===== config.mk =====
export PLATFORM = sky130hd
export DESIGN_NAME = wbe_mem_top
export DESIGN_NICKNAME = d
export VERILOG_FILES = /design/src/mem_cfg_pkg.sv /design/src/mem_types_pkg.sv /design/src/mem_req_if.sv /design/src/wbe_mem_top.sv /design/src/mem_issue_ctrl.sv /design/src/wbe_sram.sv /design/src/req_credit_fifo.sv
export SDC_FILE = /design/constraint.sdc
export NUM_CORES = 2
export LEC_CHECK = 0
export BUFFER_PORTS_ARGS = -buffer_cell sky130_fd_sc_hd__buf_4
export CELL_PAD_IN_SITES_DETAIL_PLACEMENT = 1
export CELL_PAD_IN_SITES_GLOBAL_PLACEMENT = 2
export CORE_ASPECT_RATIO = 0.7
export CORE_MARGIN = 2
export CORE_UTILIZATION = 44
export CTS_CLUSTER_SIZE = 12
export DETAILED_ROUTE_END_ITERATION = 7
export GPL_TIMING_DRIVEN = 1
export MAX_ROUTING_LAYER = met4
export PLACE_DENSITY = 0.81
export SYNTH_ARGS = -nofsm -noshare
export SYNTH_HDL_FRONTEND = slang
export SYNTH_SLANG_ARGS = --single-unit

===== constraint.sdc =====
create_clock -name clk -period 2.9 [get_ports clk]
set_clock_uncertainty 0.1 [all_clocks]
set_input_delay 0.29 -clock clk [delete_from_list [all_inputs] [get_ports clk]]
set_output_delay 0.29 -clock clk [all_outputs]
set_load 0.02 [all_outputs]

===== src/mem_cfg_pkg.sv =====
// ~~~~~~~~~~~~~~~~~~~~
// Sizing constants for the byte-writable memory subsystem.
// Used as defaults for the top-level parameters and to size
// the shared types.
// ~~~~~~~~~~~~~~~~~~~~
`default_nettype none

package mem_cfg_pkg;

    // Memory geometry
    localparam int ADDR_W = 6;            // 64 words
    localparam int DATA_W = 32;           // Word width in bits
    localparam int LANES  = DATA_W / 8;   // Byte lanes per word

    // Flow control
    localparam int REQ_DEPTH   = 4;       // Queue entries, also sender's start credit
    localparam int RSP_CREDITS = 2;       // Response slots held by the consumer

endpackage

`default_nettype wire

===== src/mem_types_pkg.sv =====
// ~~~~~~~~~~~~~~~~~~~~
// Data types shared by the memory RTL and its testbench.
// Sized from the defaults in the sizing constants package.
// ~~~~~~~~~~~~~~~~~~~~
`default_nettype none

package mem_types_pkg;

    typedef logic [mem_cfg_pkg::DATA_W-1:0] mem_word_t;   // One data word
    typedef logic [mem_cfg_pkg::LANES-1:0]  mem_be_t;     // Bit i writes byte i
    typedef logic [mem_cfg_pkg::ADDR_W-1:0] mem_addr_t;   // Word address

    // One queued request
    // A byte-enable of all zeros makes it a pure read
    typedef struct packed {
        mem_addr_t addr;
        mem_be_t   be;
        mem_word_t wdata;
    } mem_req_t;

endpackage

`default_nettype wire


===== src/mem_req_if.sv =====
// ~~~~~~~~~~~~~~~~~~~~
// Head-of-queue handshake between the request queue and the
// issue controller. The queue shows the head entry, the
// controller pops it with take in the same cycle.
// ~~~~~~~~~~~~~~~~~~~~
`default_nettype none

interface mem_req_if;
    import mem_types_pkg::*;

    logic     avail;   // Queue not empty
    mem_req_t req;     // Entry at the head
    logic     take;    // Pop the head, only while avail

    modport source (
        output avail,
        output req,
        input  take
    );

    modport sink (
        input  avail,
        input  req,
        output take
    );

endinterface

`default_nettype wire


===== src/wbe_mem_top.sv =====
// ~~~~~~~~~~~~~~~~~~~~
// Top level of the credit-controlled byte-writable memory.
// Requests enter on plain ports into the queue; one response
// per request leaves with the word read before its write.
// ~~~~~~~~~~~~~~~~~~~~
`default_nettype none

module wbe_mem_top #(
    parameter int ADDR_W      = mem_cfg_pkg::ADDR_W,
    parameter int DATA_W      = mem_cfg_pkg::DATA_W,
    parameter int REQ_DEPTH   = mem_cfg_pkg::REQ_DEPTH,
    parameter int RSP_CREDITS = mem_cfg_pkg::RSP_CREDITS
) (
    input  logic                     clk,
    input  logic                     rst,
    input  logic                     req_valid,
    input  mem_types_pkg::mem_addr_t req_addr,
    input  mem_types_pkg::mem_be_t   req_be,
    input  mem_types_pkg::mem_word_t req_wdata,
    input  logic                     rsp_credit,
    output logic                     req_credit,
    output logic                     rsp_valid,
    output mem_types_pkg::mem_word_t rsp_rdata
);
    import mem_types_pkg::*;

    mem_req_t  push_req;
    logic      ram_en;
    mem_addr_t ram_addr;
    mem_be_t   ram_be;
    mem_word_t ram_wdata;
    mem_word_t ram_rdata;

    mem_req_if req_q ();

    assign push_req = '{addr: req_addr, be: req_be, wdata: req_wdata};

    req_credit_fifo #(
        .REQ_DEPTH (REQ_DEPTH)
    ) u_fifo (
        .clk      (clk),
        .rst      (rst),
        .push     (req_valid),      // Sender only asserts while holding credit
        .push_req (push_req),
        .credit   (req_credit),
        .q        (req_q.source)
    );

    mem_issue_ctrl #(
        .RSP_CREDITS (RSP_CREDITS)
    ) u_ctrl (
        .clk        (clk),
        .rst        (rst),
        .q          (req_q.sink),
        .rsp_credit (rsp_credit),
        .ram_rdata  (ram_rdata),
        .ram_en     (ram_en),
        .ram_addr   (ram_addr),
        .ram_be     (ram_be),
        .ram_wdata  (ram_wdata),
        .rsp_valid  (rsp_valid),
        .rsp_rdata  (rsp_rdata)
    );

    wbe_sram #(
        .ADDR_W (ADDR_W),
        .DATA_W (DATA_W)
    ) u_sram (
        .clk   (clk),
        .rst   (rst),
        .en    (ram_en),
        .addr  (ram_addr),
        .be    (ram_be),
        .wdata (ram_wdata),
        .rdata (ram_rdata)
    );

endmodule

`default_nettype wire


===== src/mem_issue_ctrl.sv =====
// ~~~~~~~~~~~~~~~~~~~~
// Issue controller. Counts response slots free at the consumer
// and releases the queue head to the RAM only while one is free.
// The response follows the access by the fixed RAM latency.
// ~~~~~~~~~~~~~~~~~~~~
`default_nettype none

module mem_issue_ctrl #(
    parameter int RSP_CREDITS = mem_cfg_pkg::RSP_CREDITS
) (
    input  logic                     clk,
    input  logic                     rst,
    mem_req_if.sink                  q,
    input  logic                     rsp_credit,
    input  mem_types_pkg::mem_word_t ram_rdata,
    output logic                     ram_en,
    output mem_types_pkg::mem_addr_t ram_addr,
    output mem_types_pkg::mem_be_t   ram_be,
    output mem_types_pkg::mem_word_t ram_wdata,
    output logic                     rsp_valid,
    output mem_types_pkg::mem_word_t rsp_rdata
);
    import mem_types_pkg::*;

    localparam int CNT_W = $clog2(RSP_CREDITS + 1);

    logic [CNT_W-1:0] credit_cnt;   // Free response slots at the consumer
    logic             issue;
    mem_req_t         head;

    assign head   = q.req;
    assign issue  = q.avail && (credit_cnt != '0);
    assign q.take = issue;          // Pop in the same cycle as the access

    // RAM request straight from the queue head
    assign ram_en    = issue;
    assign ram_addr  = head.addr;
    assign ram_be    = head.be;
    assign ram_wdata = head.wdata;

    // Read register is already aligned with rsp_valid
    assign rsp_rdata = ram_rdata;

    always_ff @(posedge clk) begin
        if (rst) begin
            credit_cnt <= CNT_W'(RSP_CREDITS);
            rsp_valid  <= 1'b0;
        end else begin
            case ({issue, rsp_credit})
                2'b10:   credit_cnt <= credit_cnt - 1'b1;   // Slot spent
                2'b01:   credit_cnt <= credit_cnt + 1'b1;   // Slot freed
                default: credit_cnt <= credit_cnt;
            endcase
            rsp_valid <= issue;     // RAM read latency of one
        end
    end

endmodule

`default_nettype wire


===== src/wbe_sram.sv =====
// ~~~~~~~~~~~~~~~~~~~~
// Single-port RAM with per-byte write enable and a registered
// read port. The read register returns the word as it was
// before the write at the same edge, and is cleared by reset.
// ~~~~~~~~~~~~~~~~~~~~
`default_nettype none

module wbe_sram #(
    parameter int ADDR_W = mem_cfg_pkg::ADDR_W,
    parameter int DATA_W = mem_cfg_pkg::DATA_W
) (
    input  logic                     clk,
    input  logic                     rst,
    input  logic                     en,
    input  mem_types_pkg::mem_addr_t addr,
    input  mem_types_pkg::mem_be_t   be,
    input  mem_types_pkg::mem_word_t wdata,
    output mem_types_pkg::mem_word_t rdata
);
    import mem_types_pkg::*;

    localparam int DEPTH = 2 ** ADDR_W;
    localparam int LANES = DATA_W / 8;

    mem_word_t mem [DEPTH];   // Contents survive reset

    // Byte-lane writes; be of zero leaves the word untouched
    always_ff @(posedge clk) begin
        if (en) begin
            for (int i = 0; i < LANES; i++) begin
                if (be[i]) begin
                    mem[addr][i*8 +: 8] <= wdata[i*8 +: 8];
                end
            end
        end
    end

    // Read-before-write output register
    always_ff @(posedge clk) begin
        if (rst) begin
            rdata <= '0;
        end else if (en) begin
            rdata <= mem[addr];     // Old word, write lands after this edge
        end
    end

endmodule

`default_nettype wire


===== src/req_credit_fifo.sv =====
// ~~~~~~~~~~~~~~~~~~~~
// Request queue in front of the memory. The sender pushes only
// while it holds credit; each entry popped by the controller
// returns one credit a cycle later.
// ~~~~~~~~~~~~~~~~~~~~
`default_nettype none

module req_credit_fifo #(
    parameter int REQ_DEPTH = mem_cfg_pkg::REQ_DEPTH
) (
    input  logic                    clk,
    input  logic                    rst,
    input  logic                    push,
    input  mem_types_pkg::mem_req_t push_req,
    output logic                    credit,
    mem_req_if.source               q
);
    import mem_types_pkg::*;

    localparam int PTR_W = (REQ_DEPTH > 1) ? $clog2(REQ_DEPTH) : 1;
    localparam int CNT_W = $clog2(REQ_DEPTH + 1);

    mem_req_t         entries [REQ_DEPTH];   // Payload storage
    logic [PTR_W-1:0] wr_ptr;
    logic [PTR_W-1:0] rd_ptr;
    logic [CNT_W-1:0] count;                 // Occupancy
    logic             pop;

    // Pointer advance with wrap for any depth
    function automatic logic [PTR_W-1:0] next_ptr(input logic [PTR_W-1:0] p);
        logic [PTR_W-1:0] n;
        if (p == PTR_W'(REQ_DEPTH - 1)) begin
            n = '0;
        end else begin
            n = p + 1'b1;
        end
        return n;
    endfunction

    assign pop     = q.take;
    assign q.avail = (count != '0);
    assign q.req   = entries[rd_ptr];      // Head shown combinationally

    always_ff @(posedge clk) begin
        if (push) begin
            entries[wr_ptr] <= push_req;
        end
    end

    always_ff @(posedge clk) begin
        if (rst) begin
            wr_ptr <= '0;
            rd_ptr <= '0;
            count  <= '0;
            credit <= 1'b0;
        end else begin
            if (push) begin
                wr_ptr <= next_ptr(wr_ptr);
            end
            if (pop) begin
                rd_ptr <= next_ptr(rd_ptr);
            end
            case ({push, pop})
                2'b10:   count <= count + 1'b1;
                2'b01:   count <= count - 1'b1;
                default: count <= count;     // Idle or push and pop together
            endcase
            credit <= pop;                   // One credit back per released entry
        end
    end

endmodule

`default_nettype wire


Word-level counts from Yosys, hierarchy flattened --
Memories as Yosys holds them, arrays and structs flattened. A register that Yosys moved wholly into a read port is not among the register bits. Cells that the tools add are included.
Storage, ports and cells: bits in registers 10, memory bits (writable) 2216, output and inout bits 34, logic and storage cells 44, memories 2
Operators by class: add/subtract/negate cells 6, eq/ne operators 6, mux-type cells 20, reductions and logical operators 5
Memories:
- u_sram.mem | words 64, bits a word 32, rd ports 1, clocked after memory_dff 1, write ports 1, line wbe_sram.sv:25 | mem_word_t mem [DEPTH];
- u_fifo.entries | words 4, bits a word 42, rd ports 1, clocked after memory_dff 1, write ports 1, line req_credit_fifo.sv:23 | mem_req_t entries [REQ_DEPTH];
Operator list (number):
- 1-bit 2-to-1 mux | 14
- 2-bit equality test, second input constant | 4
- 2-bit 2-to-1 mux | 4
- 2-bit by 1-bit adder with 2-bit output, second input constant | 3
- 3-bit case mux with 2 select lines | 1
- 2-bit nonzero test | 3
- 2-bit by 1-bit equality test with 1-bit output, second input constant | 2
- 2-bit case mux with 2 select lines | 1
- 3-bit by 1-bit adder with 3-bit output, second input constant | 1
- 3-bit nonzero test | 1
- 3-bit by 1-bit subtractor with 3-bit output, second input constant | 1
- 2-bit by 1-bit subtractor with 2-bit output, second input constant | 1
- 1-bit logical AND | 1

Depth between registers and ports, before layout --
depth in word-level cells 4, gate-level depth with buffers 13, gate-level depth less buffers 8

Cells and area by module --
From an unflattened synthesis, not the netlist that was laid out.
Second synthesis, totals: cells, all modules 4966, area total of the unflattened synthesis 87894.3 sq um
Modules (own cells, without submodules):
- wbe_sram | instances 1, cells an instance 4612, area an instance 80632.3 sq um, seq. area each 62139.6 sq um
- req_credit_fifo | instances 1, cells an instance 266, area an instance 6573.8 sq um, seq. area each 5245.0 sq um
- mem_issue_ctrl | instances 1, cells an instance 88, area an instance 688.2 sq um, seq. area each 60.1 sq um

Least setup slack after synthesis --
OpenSTA, ideal clock, no wires.
kind reg2reg, from register (tool-made name), to memory u_sram.mem[11][10] in the netlist's numbering (enable), library setup time 0.370 ns, data arrival time 2.544 ns, required time 2.430 ns, path slack -0.115 ns, cell stages (with the launch flop) 9, path buffers 5, period minus slack after synthesis 3.015 ns, path through dfxtp_1 > buf_6 > mux4_2 > buf_2 > or3b_2 > clkbuf_1 > clkbuf_1 > buf_1 > nor2_1
RTL lines (line):
- end: declaration | wbe_sram.sv:25

==> flow_metrics.tcl <==
set metrics [dict create \
    cts_buffers 218 \
    synth.area.top_cells "edfxtp_1 77%, mux4_2 3.3%, a22oi_1 2.9%" \
    synth.largest_area_cell "edfxtp_1" \
    die_x_um 534 \
    initial_core_util_pct 44.2 \
    final_cell_area_um2 108000 \
    antenna_found_initial 7 \
    synthesis.nets 4863 \
    vdd_drop_max_uv 747 \
    min_to "u_fifo.entries[2][15]" \
    setup_ws_ps -803 \
    p_leak_nw 35.6 \
    synth-main-ff-cell "edfxtp_1" \
    whs_ps 54.9 \
    yosysWarningCount 0 \
    first_global_vias 56600 \
    r2r_cells 10 \
    synthCells 4810 \
    drc 0 \
    first_pass_iters 7 \
    clockBufferDepth 4 \
    finalCriticalPeriod_ps 3700 \
    hold_path_depth 2 \
    slowest_stage "mux4_4" \
    row_count 136 \
    fp.dieH_um 375 \
    hp-start "req_wdata[15]" \
    num_vias 56900 \
    io_buffers 79 \
    yosysUniqueCellTypes 78 \
    status "finished with violations" \
    place_inst 8176 \
    grt_pass1_wl_um 433000 \
    ant_nets 0 \
    drtIter0Drc 9811 \
    rsz0062_at_grt "true" \
    gp_congestion 0.931 \
    max_slew_margin_pct 32.9 \
    fillCellCount 17700 \
    path_cells "mux4_4 > clkbuf_16 > buf_12 > and3_4 > buf_4 > buf_4 > a22oi_1 > o2111ai_1 > a221oi_4 > a211oi_2" \
    min_path_type "in -> reg" \
    grt_usage_pct 31.1 \
    worstPathArrival_ps 4330 \
    path_class "reg -> reg" \
    fmax_ghz 0.270 \
    final_common_cell "edfxtp_1" \
    worstReg2RegEnd "u_sram.rdata[21]" \
    cts.sink_count 2260 \
    layout.cells.non_filler 8679 \
    core_area_um2 196000 \
    power_per_cell_area_nw_per_um2 975 \
    clock-root-buffer "clkbuf_16" \
    crit_path_start_kind "flop" \
    total_power_mw 105 \
    placed_cell_area_um2 97900 \
    crit_fanout 10 \
    pin_count 80 \
    async_flop_share_pct 0 \
    synthToLayoutAreaGrowth_pct 25.1 \
    tns_ps -555740 \
    ys_seq_elements 2260 \
    drv_slew 0 \
    drt-vias-per-instance 6.56 \
    end_kind "flop" \
    nets 5970 \
    synth-seq-area-share_pct 78.0 \
    worst_pin_slew_ps 1010 \
    die_area_um2 200000 \
    setup_viol 2064 \
    min_period_over_period_pct 128 \
    grt_start_max_net_pins 65 \
    avgSynthCellArea_um2 18.0 \
    drive_gt1_share_pct 33.4 \
    cts_tree "done" \
    r2r_slack_ps -800 \
    cts_max_level 4 \
    cpMostUsedCell "buf_4" \
    hold_violations 0 \
    synth_top_cell_area_share_pct 77.0 \
    insertion_delay_ps 900 \
    grt-ovfl-total 0 \
    violations "setup timing" \
    routed_wl_um 321000 \
    clk_pin_slew_ps 60 \
    critPathRequiredTime_ps 3530 \
    syn-cell-area_um2 86400 \
    maxCapViolCount 0 \
    wire_per_inst_um 36.9 \
    dp_hpwl_um 200000 \
    synth_edf_count 2216 \
    max_stage_delay_ps 760 \
    final_cell_mix "2216 x edfxtp_1, 913 x buf_4, 290 x nor2_1, 284 x a22oi_1, 230 x clkbuf_16" \
]
==> repair_timing <==
item,CTS,global route
endpoints found under the setup margin,2041,2064
cloned,3,9
gates resized for setup,224,328
buffers inserted,29,60
endpoints found under the hold margin,180,0
pin swaps,41,87
hold buffers,46,0
==> Yosys cell counts (all sizes together), types with 11 or more instances <==
| cell type | count |
|---|---|
| a222oi | 14 |
| a311oi | 19 |
| dfxtp | 44 |
| edfxtp | 2216 |
| a22oi | 337 |
| mux2i | 158 |
| o22ai | 44 |
| a21oi | 117 |
| buf | 219 |
| a32oi | 14 |
| nor2b | 16 |
| nand3 | 19 |
| mux4 | 127 |
| a221o | 20 |
| o2bb2ai | 34 |
| nand2 | 203 |
| nor2 | 347 |
| a31oi | 38 |
| a41oi | 41 |
| and2 | 14 |
| a221oi | 171 |
| mux2 | 160 |
| o21ai | 102 |
| o211ai | 11 |
| clkbuf | 117 |
| nor3 | 35 |
| a211oi | 24 |
| a22o | 17 |
| nor4 | 14 |
==> registers in the layout, summed over array words and instances (netlist names), named ones only <==
name,cells
u_ctrl.credit_cnt,2
u_sram.mem,2048
u_fifo.wr_ptr,2
u_sram.rdata,32
u_fifo.entries,168
u_ctrl.rsp_valid,1
u_fifo.rd_ptr,2
u_fifo.count,3
==> how the worst max path moves through the flow <==
| stage | cells past startpoint | endpoint |
|---|---|---|
| 3_5_place_dp | 10 | u_sram.rdata[23] |
| 6_report | 10 | u_sram.rdata[21] |
| 5_1_grt | 10 | u_sram.rdata[21] |
| 2_1_floorplan | 8 | u_sram.mem[11][10] |
| 4_1_cts | 11 | u_sram.rdata[25] |
| 3_3_place_gp | 10 | u_sram.rdata[23] |
==> area by class of cell <==
type / instances / area, um^2 / area share [%]
well taps: 2622 / 3280 / 3.04
diodes: 6 / 15.0 / 0.0139
inverters: 3 / 11.3 / 0.0104
clock inverters: 12 / 100 / 0.0926
repair buffers: 1223 / 12000 / 11.1
clock buffers: 342 / 6010 / 5.57
multi-input cells: 2211 / 19200 / 17.8
flip-flops and latches: 2260 / 67400 / 62.4
==> layer usage <==
layer | routed length [um] | part of all wire (%) | GRT usage [%]
met5 | 0 | 0 | -
met4 | 14000 | 4.4 | 9.29
met3 | 43500 | 14 | 8.09
met2 | 144000 | 45 | 46.1
met1 | 119000 | 37 | 42.5
==> stage by stage <==
stage,worst slack (ps),utilization (%)
5_1_grt,-821,55.2
4_1_cts,-479,54.1
2_1_floorplan,-115,-
3_5_place_dp,-735,50.0
6_report,-803,55.2
3_3_place_gp,-715,50.0
==> critical path, delay by kind of cell, from the launching register on <==
family	cells	cell delay (ps)
and+or+nand+nor	1	190
buffers and inverters	4	770
AOI/OAI and AO/OA	4	1330
muxes	1	760
DFF	1	410
==> cells by family (layout without fill, tap and decap cells) <==
family	after synthesis	in the layout	share of synthesized area [%]
and+or+nand+nor	692	692	3.44
other	0	6	0
DFF	2260	2260	78.0
AOI/OAI and AO/OA	1062	1062	9.13
muxes	445	445	7.24
adders and majority gates	7	7	0.110
buffers and inverters	339	1580	1.99
xor gates and xnor gates	5	5	0.0507
==> report_power, final <==
group | switching, mW | internal [mW]
logic | 24.8 | 13.6
clock network | 12.2 | 14.1
registers | 0.556 | 40.1
(Power assumes the default switching activity.)
